`config.mk`:
```
export PLATFORM = sky130hd
export DESIGN_NAME = multicycle_controller
export DESIGN_NICKNAME = d
export VERILOG_FILES = /design/src/ctrl_pkg.sv /design/src/control_encoder.sv /design/src/multicycle_controller.sv /design/src/operand_decoder.sv /design/src/state_sequencer.sv
export SDC_FILE = /design/constraint.sdc
export NUM_CORES = 1
export LEC_CHECK = 0
export BUFFER_PORTS_ARGS = -buffer_cell sky130_fd_sc_hd__buf_2
export CORE_MARGIN = 8
export CORE_UTILIZATION = 39
export DETAILED_ROUTE_END_ITERATION = 12
export PLACE_DENSITY = 0.8
export SLEW_MARGIN = 40
export SYNTH_ARGS = -nofsm -noshare
export SYNTH_HDL_FRONTEND = slang
export SYNTH_SLANG_ARGS = --single-unit
```
`constraint.sdc`:
```
create_clock -name clk -period 1.2 [get_ports clk]
set_input_delay 0.18 -clock clk [delete_from_list [all_inputs] [get_ports clk]]
set_output_delay 0.18 -clock clk [all_outputs]
set_load 0.01 [all_outputs]
```
`src/ctrl_pkg.sv`:
```
package ctrl_pkg;

	// fsm state encoding
	typedef enum logic [4:0] {
		fetch       = 5'd0,
		decode      = 5'd1,
		alu_exec    = 5'd2,
		reg_write   = 5'd3,
		adi_exec    = 5'd4,
		adi_write   = 5'd5,
		mem_addr    = 5'd6,
		load_write  = 5'd7,
		store_write = 5'd8,
		beq_compare = 5'd9,
		beq_take    = 5'd10,
		jump_link   = 5'd11,
		jlr_write   = 5'd12,
		lhi_write   = 5'd13,
		jal_write   = 5'd14,
		reset_st    = 5'd21
	} ctrl_state_t;

	// instruction word as held in the instruction register
	typedef struct packed {
		logic [3:0] opcode;
		logic [2:0] ra;
		logic [2:0] rb;
		logic [2:0] rc;
		logic       spare;
		logic [1:0] cond;
	} instr_t;

	localparam logic [3:0] OP_ADD  = 4'b0000;
	localparam logic [3:0] OP_ADI  = 4'b0001;
	localparam logic [3:0] OP_NAND = 4'b0010;
	localparam logic [3:0] OP_LHI  = 4'b0011;
	localparam logic [3:0] OP_LW   = 4'b0100;
	localparam logic [3:0] OP_SW   = 4'b0101;
	localparam logic [3:0] OP_BEQ  = 4'b1100;
	localparam logic [3:0] OP_JAL  = 4'b1000;
	localparam logic [3:0] OP_JLR  = 4'b1001;

	// cz is {carry, zero}
	localparam logic [1:0] COND_ALWAYS   = 2'b00;
	localparam logic [1:0] COND_IF_CARRY = 2'b01;
	localparam logic [1:0] COND_IF_ZERO  = 2'b10;

	localparam logic [2:0] NO_REG = 3'd7;

	localparam logic [1:0] MEM_NONE  = 2'b00;
	localparam logic [1:0] MEM_WRITE = 2'b01;
	localparam logic [1:0] MEM_READ  = 2'b10;

	// alu operation codes driven on op_sel
	localparam logic [1:0] ALU_ADD  = 2'b00;
	localparam logic [1:0] ALU_CMP  = 2'b01;
	localparam logic [1:0] ALU_NONE = 2'b11;

	// datapath load codes
	localparam logic [1:0] LOAD_IR   = 2'b01;
	localparam logic [1:0] LOAD_IDLE = 2'b11;

	typedef struct packed {
		logic [1:0] mux_B_sel;
		logic [1:0] mux_pc_sel;
		logic       mux_mem_sel;
		logic [1:0] mux_alu_sel;
		logic [1:0] mux_reg_sel;
		logic [1:0] mux_pcw_sel;
		logic [1:0] mux_a_sel;
		logic       mux_adi_sel;
		logic       mux_ccr_sel;
	} mux_sel_t;

	typedef struct packed {
		logic wa;
		logic wb;
		logic wmdr;
		logic wccr;
		logic walu;
		logic wir;
		logic regw;
		logic aorb;
	} write_en_t;

	typedef struct packed {
		mux_sel_t   mux;
		write_en_t  we;
		logic [1:0] op_sel;
		logic [1:0] rw;
		logic [1:0] load;
		logic       dp_reset;
	} ctrl_word_t;

	typedef struct packed {
		logic [1:0] alu_op;
		logic       ccr_en;
		logic       ra_live;
		logic       rb_live;
	} operand_fields_t;

	// everything off, alu idle
	localparam ctrl_word_t CTRL_IDLE = '{
		mux:      '0,
		we:       '0,
		op_sel:   ALU_NONE,
		rw:       MEM_NONE,
		load:     LOAD_IDLE,
		dp_reset: 1'b0
	};

endpackage

```
`src/control_encoder.sv`:
```
module control_encoder (
	input  ctrl_pkg::ctrl_state_t     state,
	input  ctrl_pkg::operand_fields_t fields,
	output ctrl_pkg::ctrl_word_t      ctrl
);

	always_comb
	begin
		ctrl = ctrl_pkg::CTRL_IDLE;
		case (state)
			ctrl_pkg::fetch:
			begin
				// read ir from memory at pc, write back pc + 1
				ctrl.load = ctrl_pkg::LOAD_IR;
				ctrl.rw = ctrl_pkg::MEM_READ;
				ctrl.op_sel = ctrl_pkg::ALU_ADD;
				ctrl.mux.mux_B_sel = 2'b10;
				ctrl.mux.mux_pc_sel = 2'b01;
				ctrl.mux.mux_alu_sel = 2'b10;
				ctrl.mux.mux_reg_sel = 2'b11;
				ctrl.mux.mux_pcw_sel = 2'b01;
				ctrl.we.wir = 1'b1;
				ctrl.we.wa = 1'b1;
				ctrl.we.wb = 1'b1;
				ctrl.we.regw = 1'b1;
			end
			ctrl_pkg::decode:
			begin
				ctrl.load = ctrl_pkg::LOAD_IR;
				ctrl.we.wa = fields.ra_live;
				ctrl.we.wb = fields.rb_live;
			end
			ctrl_pkg::alu_exec:
			begin
				ctrl.op_sel = fields.alu_op;
				ctrl.mux.mux_a_sel = 2'b01;
				ctrl.we.wccr = fields.ccr_en;
				ctrl.we.walu = 1'b1;
			end
			ctrl_pkg::reg_write:
			begin
				ctrl.we.regw = 1'b1;
			end
			ctrl_pkg::adi_exec:
			begin
				// ra plus sign-extended immediate
				ctrl.op_sel = ctrl_pkg::ALU_ADD;
				ctrl.mux.mux_alu_sel = 2'b11;
				ctrl.mux.mux_reg_sel = 2'b11;
				ctrl.we.wccr = 1'b1;
				ctrl.we.walu = 1'b1;
				ctrl.we.wa = 1'b1;
			end
			ctrl_pkg::adi_write:
			begin
				ctrl.mux.mux_pcw_sel = 2'b11;
				ctrl.mux.mux_adi_sel = 1'b1;
				ctrl.we.regw = 1'b1;
			end
			ctrl_pkg::mem_addr:
			begin
				// effective address into the alu register
				ctrl.op_sel = ctrl_pkg::ALU_ADD;
				ctrl.mux.mux_pc_sel = 2'b10;
				ctrl.mux.mux_alu_sel = 2'b11;
				ctrl.we.walu = 1'b1;
				ctrl.we.wa = 1'b1;
			end
			ctrl_pkg::load_write:
			begin
				ctrl.rw = ctrl_pkg::MEM_READ;
				ctrl.mux.mux_mem_sel = 1'b1;
				ctrl.mux.mux_reg_sel = 2'b01;
				ctrl.mux.mux_pcw_sel = 2'b11;
				ctrl.mux.mux_ccr_sel = 1'b1;
				ctrl.we.wmdr = 1'b1;
				ctrl.we.wccr = 1'b1;
				ctrl.we.regw = 1'b1;
			end
			ctrl_pkg::store_write:
			begin
				ctrl.rw = ctrl_pkg::MEM_WRITE;
				ctrl.mux.mux_mem_sel = 1'b1;
				ctrl.mux.mux_reg_sel = 2'b01;
				ctrl.mux.mux_pcw_sel = 2'b11;
				ctrl.we.aorb = 1'b1;
			end
			ctrl_pkg::beq_compare:
			begin
				ctrl.op_sel = ctrl_pkg::ALU_CMP;
				ctrl.mux.mux_mem_sel = 1'b1;
				ctrl.mux.mux_reg_sel = 2'b01;
				ctrl.mux.mux_pcw_sel = 2'b11;
				ctrl.we.walu = 1'b1;
				ctrl.we.wa = 1'b1;
				ctrl.we.wb = 1'b1;
			end
			ctrl_pkg::beq_take:
			begin
				// pc plus offset
				ctrl.op_sel = ctrl_pkg::ALU_ADD;
				ctrl.mux.mux_pc_sel = 2'b01;
				ctrl.mux.mux_alu_sel = 2'b11;
				ctrl.mux.mux_reg_sel = 2'b11;
				ctrl.mux.mux_pcw_sel = 2'b01;
				ctrl.we.regw = 1'b1;
			end
			ctrl_pkg::jump_link:
			begin
				// return address into ra
				ctrl.mux.mux_pc_sel = 2'b01;
				ctrl.mux.mux_mem_sel = 1'b1;
				ctrl.mux.mux_reg_sel = 2'b11;
				ctrl.mux.mux_pcw_sel = 2'b11;
				ctrl.we.wa = 1'b1;
				ctrl.we.regw = 1'b1;
				ctrl.we.aorb = 1'b1;
			end
			ctrl_pkg::jlr_write:
			begin
				ctrl.mux.mux_mem_sel = 1'b1;
				ctrl.mux.mux_reg_sel = 2'b11;
				ctrl.mux.mux_pcw_sel = 2'b01;
				ctrl.we.wb = 1'b1;
				ctrl.we.regw = 1'b1;
			end
			ctrl_pkg::jal_write:
			begin
				ctrl.op_sel = ctrl_pkg::ALU_ADD;
				ctrl.mux.mux_pc_sel = 2'b01;
				ctrl.mux.mux_alu_sel = 2'b01;
				ctrl.mux.mux_reg_sel = 2'b11;
				ctrl.mux.mux_pcw_sel = 2'b01;
				ctrl.we.regw = 1'b1;
			end
			ctrl_pkg::lhi_write:
			begin
				ctrl.mux.mux_mem_sel = 1'b1;
				ctrl.mux.mux_reg_sel = 2'b10;
				ctrl.mux.mux_pcw_sel = 2'b11;
				ctrl.we.regw = 1'b1;
			end
			// reset_st and any stray encoding pulse the datapath reset
			default:
			begin
				ctrl.dp_reset = 1'b1;
			end
		endcase
	end

endmodule

```
`src/multicycle_controller.sv`:
```
module multicycle_controller (
	input  logic                 clk,
	input  logic                 reset_pin,
	input  ctrl_pkg::instr_t     instr,
	input  logic [1:0]           cz,
	input  logic                 equal,
	output ctrl_pkg::ctrl_word_t ctrl
);

	ctrl_pkg::ctrl_state_t     state;
	ctrl_pkg::operand_fields_t fields;

	// branch decisions live here
	state_sequencer u_sequencer (
		.clk       (clk),
		.reset_pin (reset_pin),
		.instr     (instr),
		.cz        (cz),
		.equal     (equal),
		.state     (state)
	);

	operand_decoder u_decoder (
		.instr  (instr),
		.fields (fields)
	);

	// moore outputs plus the decoded fields
	control_encoder u_encoder (
		.state  (state),
		.fields (fields),
		.ctrl   (ctrl)
	);

endmodule

```
`src/operand_decoder.sv`:
```
module operand_decoder (
	input  ctrl_pkg::instr_t          instr,
	output ctrl_pkg::operand_fields_t fields
);

	logic add_type;

	// add and adi update carry/zero, nand does not
	assign add_type = (instr.opcode == ctrl_pkg::OP_ADD) || (instr.opcode == ctrl_pkg::OP_ADI);

	always_comb
	begin
		// low opcode bits select add or nand directly
		fields.alu_op = instr.opcode[1:0];
		fields.ccr_en = add_type;

		// r7 in a field means nothing to read
		fields.ra_live = (instr.ra != ctrl_pkg::NO_REG);
		fields.rb_live = (instr.rb != ctrl_pkg::NO_REG);
	end

endmodule

```
`src/state_sequencer.sv`:
```
module state_sequencer (
	input  logic                 clk,
	input  logic                 reset_pin,
	input  ctrl_pkg::instr_t     instr,
	input  logic [1:0]           cz,
	input  logic                 equal,
	output ctrl_pkg::ctrl_state_t state
);

	ctrl_pkg::ctrl_state_t next_state;
	logic cond_ok;

	// add/nand condition field checked against the flags
	always_comb
	begin
		case (instr.cond)
			ctrl_pkg::COND_ALWAYS:   cond_ok = 1'b1;
			ctrl_pkg::COND_IF_CARRY: cond_ok = cz[1];
			ctrl_pkg::COND_IF_ZERO:  cond_ok = cz[0];
			default:                 cond_ok = 1'b0;
		endcase
	end

	always_ff @(posedge clk)
	begin
		if (reset_pin)
		begin
			state <= ctrl_pkg::reset_st;
		end
		else
		begin
			state <= next_state;
		end
	end

	always_comb
	begin
		next_state = ctrl_pkg::fetch;
		case (state)
			ctrl_pkg::fetch:
			begin
				next_state = ctrl_pkg::decode;
			end
			ctrl_pkg::decode:
			begin
				case (instr.opcode)
					ctrl_pkg::OP_ADD, ctrl_pkg::OP_NAND:
						next_state = cond_ok ? ctrl_pkg::alu_exec : ctrl_pkg::fetch;
					ctrl_pkg::OP_ADI:
						next_state = ctrl_pkg::adi_exec;
					ctrl_pkg::OP_LW, ctrl_pkg::OP_SW:
						next_state = ctrl_pkg::mem_addr;
					ctrl_pkg::OP_LHI:
						next_state = ctrl_pkg::lhi_write;
					ctrl_pkg::OP_BEQ:
						next_state = ctrl_pkg::beq_compare;
					ctrl_pkg::OP_JAL, ctrl_pkg::OP_JLR:
						next_state = ctrl_pkg::jump_link;
					// unknown opcodes go straight back to fetch
					default:
						next_state = ctrl_pkg::fetch;
				endcase
			end
			ctrl_pkg::alu_exec:
			begin
				next_state = ctrl_pkg::reg_write;
			end
			ctrl_pkg::adi_exec:
			begin
				next_state = ctrl_pkg::adi_write;
			end
			ctrl_pkg::mem_addr:
			begin
				// sw has the low opcode bit set
				next_state = instr.opcode[0] ? ctrl_pkg::store_write : ctrl_pkg::load_write;
			end
			ctrl_pkg::beq_compare:
			begin
				next_state = equal ? ctrl_pkg::beq_take : ctrl_pkg::fetch;
			end
			ctrl_pkg::jump_link:
			begin
				if (instr.opcode == ctrl_pkg::OP_JLR)
					next_state = ctrl_pkg::jlr_write;
				else
					next_state = ctrl_pkg::jal_write;
			end
			// last steps and reset_st all return to fetch
			default:
			begin
				next_state = ctrl_pkg::fetch;
			end
		endcase
	end

endmodule

```
Word-level counts from Yosys, hierarchy flattened
Index checks and enable logic that the tools add are counted.
Storage, ports and cells
  word-level logic and storage cells: 78
  bits of input ports: 21
  output and inout bits: 30
  flip-flop bits (word level): 5
Cells by class
  multiplexer cells: 27
  equality and inequality tests: 26
  reductions and logical operators: 24
Operators by type and width (count)
  == test 5 x 4 -> 1 bit, second input constant: 7
  one-hot mux 5 bit (7 select lines): 1
  one-hot mux 5 bit (6 select lines): 1
  == test 5 x 3 -> 1 bit, second input constant: 4
  one-hot mux 2 bit (3 select lines): 3
  OR reduction 6 bit: 3
  OR reduction 15 bit: 1
  OR reduction 2 bit: 7
  == test 4 bit, second input constant: 3
  one-hot mux 2 bit (2 select lines): 3
  OR reduction 4 bit: 3
  == test 5 x 2 -> 1 bit, second input constant: 2
  OR reduction 5 bit: 2
  2-to-1 mux 1 bit: 9
  OR reduction 3 bit: 3
  OR reduction 9 bit: 1
  == test 4 x 2 -> 1 bit, second input constant: 2
  == test 4 x 3 -> 1 bit, second input constant: 2
  2-to-1 mux 2 bit: 4
  2-to-1 mux 4 bit: 2
  != test 3 bit, second input constant: 2
  one-hot mux 1 bit (2 select lines): 3
  == test 5 x 1 -> 1 bit, second input constant: 1
  logical NOT 5 bit: 1
  other kinds (7): 7

Logic depth before layout (Yosys ltp)
  depth in word-level cells: 5
  depth in mapped cells: 6
  depth with buffers taken out: 4

Modules after synthesis
A second synthesis with hierarchy kept.
Unflattened totals
  cells, all modules: 141
  area, all modules: 929.6 sq um
Modules (own cells, without submodules)
  control_encoder: area each 510.5 sq um, times used 1, seq. area each 0.0 sq um, cells an instance 88
  state_sequencer: area each 376.6 sq um, times used 1, seq. area each 100.1 sq um, cells an instance 47
  operand_decoder: area each 42.5 sq um, times used 1, seq. area each 0.0 sq um, cells an instance 6

Worst setup path after synthesis
No wires, ideal clock.
  path kind: reg2out
  start point: reg u_sequencer.state[3]
  end point: out ctrl[8] (netlist bit)
  required time: 1.020 ns
  cell stages (with the launch flop): 6
  arrival: 1.238 ns
  slack: -0.218 ns
  buffers on the path: 3
  path through: dfxtp_1 buf_2 buf_4 buf_2 o32ai_1 a211oi_1
RTL lines
  start, declared: line state_sequencer.sv:7  | output ctrl_pkg::ctrl_state_t state
  start signal, assigned: line state_sequencer.sv:28  | state <= ctrl_pkg::reset_st;
  start signal, assigned: line state_sequencer.sv:32  | state <= next_state;
  end, declared: line multicycle_controller.sv:7  | output ctrl_pkg::ctrl_word_t ctrl

==> impl_summary.log <==
INFO  metric tritoncts.num_buffers = 3
INFO  metric highest_net_fanout_along_the_worst_path = 5
INFO  metric synthCells = 141
INFO  metric worst_hold_path.num_cells = 1
INFO  metric synth_top_cells_by_area = sky130_fd_sc_hd__dfxtp_1, sky130_fd_sc_hd__nor2_1, sky130_fd_sc_hd__a21oi_1, sky130_fd_sc_hd__o21ai_0, sky130_fd_sc_hd__nand2_1
INFO  metric required = 1.02 ns
INFO  metric dp_slack = -0.225 ns
INFO  metric synthesized_cell_area = 868 sq um
INFO  metric cts_tree = done
INFO  metric netlist-cell-type-count = 39
INFO  metric most-common-layout-cells = sky130_fd_sc_hd__buf_2, sky130_fd_sc_hd__buf_6, sky130_fd_sc_hd__buf_4, sky130_fd_sc_hd__nand2_1, sky130_fd_sc_hd__nor2_1
INFO  metric detailed_place.area = 0.00148 sq mm
INFO  metric buffer_ports.inserted = 43
INFO  metric largest_registers = u_sequencer.state (5)
INFO  metric final_worst_path_cycle_share = 141%
INFO  metric die-width = 63.2 um
INFO  metric hpwlAfterDp = 2850 um
INFO  metric clock.fmax = 592 MHz
INFO  metric postSynthAreaPerCell = 6.16 sq um
INFO  metric timing.critical_path.to_type = primary output
INFO  metric final.setup.worst_slack = -0.490 ns
INFO  metric vias = 1602
INFO  metric antennaDiodeCount = 0
INFO  metric fp.dieArea = 0.00399 sq mm
INFO  metric first_iter_violations = 113
INFO  metric run_status = complete, but fails checks
INFO  metric timing_worst_setup_path_type = flip-flop to primary output
INFO  metric cts-root-buf = sky130_fd_sc_hd__clkbuf_4
INFO  metric detail-route-antenna-nets = 0
INFO  metric layout.cells.most_common = sky130_fd_sc_hd__buf_2
INFO  metric setup_viol = 31
INFO  metric all_layer_global_routing_usage = 21.1%
INFO  metric worst-endpoint-arrival = 1.51 ns
INFO  metric cts.clk_slew.worst_paths = 0.06 ns
INFO  metric ys_warn_count = 0
INFO  metric via_count_of_the_first_global_routing_pass = 1498
INFO  metric wl = 5550 um
INFO  metric hold_class = input port to flip-flop
INFO  metric largest_net_degree_at_the_start_of_global_routing = 12
INFO  metric yosys.area.top_type = sky130_fd_sc_hd__dfxtp_1
INFO  metric worstSkewPairLatency = 0.26 ns
INFO  metric reg2reg_setup_slack = -0.29 ns
INFO  metric clock_path_buffers = 2
INFO  metric report.final.slew_viol_count = 0
INFO  metric post_detailed_route_wirelength_per_cell = 22.1 um
INFO  metric initial_utilization = 40.4%
INFO  metric power_density = 512 mW/mm^2
INFO  metric power.ir.vdd_worst = 0.000802 V
INFO  metric yosys_register_bits = 5
INFO  metric ctsHoldBuffers = 0
INFO  metric setup_repair_after_global_routing_missed_its_margin = yes
INFO  metric ys_dominant_reg_cell = sky130_fd_sc_hd__dfxtp_1
INFO  metric final_layout_size_suffix_gt1_share = 73.1%
INFO  metric violations = setup timing
INFO  metric place_congestion = 0.976
INFO  metric routed_via_density = 6.38
INFO  metric fill_cells = 89
INFO  metric drc = 0
INFO  metric floorplan.core_area = 0.00215 sq mm
INFO  metric design.final.nets = 245
INFO  metric register_area_share_after_synthesis = 11.5%
INFO  metric timing.critical_path.from_type = flip-flop
INFO  metric worst_case_reg_to_reg_path_depth = 9
INFO  metric grt_remaining_overflow = 0
INFO  metric clock_sink_count = 5
INFO  metric regMostFlops = u_sequencer.state
INFO  metric hold_viol_final = 0
INFO  metric final.min_clock_period = 1.69 ns
INFO  metric drt_pass1_iterations = 5
INFO  metric i_o_pin_count = 51
INFO  metric die-height = 63.2 um
INFO  metric growth_of_design_area_from_synthesis_to_finish = 125%
INFO  metric ctsHtreeMaxLevel = 1
INFO  metric design_power_total = 1.00 mW
INFO  metric grt_antenna_before_repair = 0
INFO  metric synthDominantCellAreaShare = 11.5%
INFO  metric number_of_enable_flip_flop_cells_after_synthesis = 0
INFO  metric power.leakage = 0.861 nW
INFO  metric max_reg_flops = 5
INFO  metric wire_length_of_the_first_global_routing_pass = 7180 um
INFO  metric finalInstanceArea = 0.00196 sq mm
INFO  metric rows = 17
INFO  metric finClkSkew = 0.00897 ns
INFO  metric max_cap_violations = 0
INFO  metric synth-async-reset-ratio = 0%
worst max-delay path, cell delays in order (launching register included):
cell,delay (ns)
sky130_fd_sc_hd__dfxtp_4,0.39
sky130_fd_sc_hd__buf_4,0.13
sky130_fd_sc_hd__nand2b_4,0.15
sky130_fd_sc_hd__nand2_1,0.08
sky130_fd_sc_hd__a2bb2oi_1,0.15
sky130_fd_sc_hd__nor3_2,0.20
sky130_fd_sc_hd__buf_2,0.16
what timing repair did:
action                     4_1_cts  5_1_grt
gates cloned                     0        1
gates resized for setup         57       28
pin swaps                       20       12
setup endpoints to repair       30       31
buffers inserted                 6        7
cell type report:
type                            count  area (sq um)  share of cell area (%)
Sequential cell                     5           116                    5.95
Clock buffer                        4          26.3                    1.34
Multi-Input combinational cell    114           961                    49.1
Timing Repair Buffer               95           796                    40.7
Inverter                            5          22.5                    1.15
Tap cell                           28          35.0                    1.79
per-stage QoR:
stage,setup TNS (ns),hold WS (ns),instances,util (%)
after global placement,-3.55,0.337,236,68.8
final,-11.59,0.0954,251,91.1
after global routing,-12.86,0.0921,251,91.1
after detailed placement,-4.03,0.332,236,68.8
after CTS,-9.11,0.0903,245,82.8
after floorplan,-0.249,0.208,142,-
cell usage after synthesis (2+ instances only):
cell type	count
sky130_fd_sc_hd__clkbuf_1	3
sky130_fd_sc_hd__nor2b_1	2
sky130_fd_sc_hd__nand3_1	5
sky130_fd_sc_hd__a22oi_1	2
sky130_fd_sc_hd__nand2_1	13
sky130_fd_sc_hd__nand3b_1	2
sky130_fd_sc_hd__a21oi_1	12
sky130_fd_sc_hd__conb_1	2
sky130_fd_sc_hd__nand4_1	3
sky130_fd_sc_hd__inv_1	5
sky130_fd_sc_hd__or3b_1	2
sky130_fd_sc_hd__dfxtp_1	5
sky130_fd_sc_hd__a21boi_0	2
sky130_fd_sc_hd__o21ai_0	10
sky130_fd_sc_hd__buf_2	8
sky130_fd_sc_hd__o22ai_1	2
sky130_fd_sc_hd__o32ai_1	2
sky130_fd_sc_hd__or3_1	2
sky130_fd_sc_hd__nor3_1	7
sky130_fd_sc_hd__nor2_1	17
sky130_fd_sc_hd__a211oi_1	3
sky130_fd_sc_hd__or2_2	2
sky130_fd_sc_hd__buf_4	6
sky130_fd_sc_hd__o211ai_1	2
sky130_fd_sc_hd__xnor2_1	2
sky130_fd_sc_hd__nand2b_1	7
cells by family after synthesis:
family,after synthesis,synth area share (%)
buffers and inverters,23,14.6
flip-flops,5,11.5
other,2,0.865
XOR/XNOR,3,3.03
AND/OR/NAND/NOR,67,40.3
AO/OA/AOI/OAI,41,29.7
routing by layer:
layer	global-route usage, %	up-vias	part of all wire (%)
li1	-	654	-
met1	22.1	731	36
met2	38.9	163	45
met3	5.48	54	12
met4	8.64	0	6.8
met5	0	-	0
final timing paths:
kind | start | endpoint
worst min-delay path | reset_pin | u_sequencer.state[4]$_SDFF_PP1_
worst min register to register | u_sequencer.state[4]$_SDFF_PP1_ | u_sequencer.state[2]$_SDFF_PP1_
worst max register to register | u_sequencer.state[3]$_SDFF_PP0_ | u_sequencer.state[1]$_SDFF_PP0_
worst max-delay path | u_sequencer.state[0]$_SDFF_PP1_ | ctrl[11]
report_power, final:
group          leakage, nW  internal, mW  total, mW  switching, mW
registers           0.0436         0.170      0.186         0.0156
clock network       0.0150         0.127      0.216         0.0895
logic                0.802         0.287      0.600          0.313
total                0.861         0.585       1.00          0.418
No activity file was read; power rests on OpenSTA's default activity.
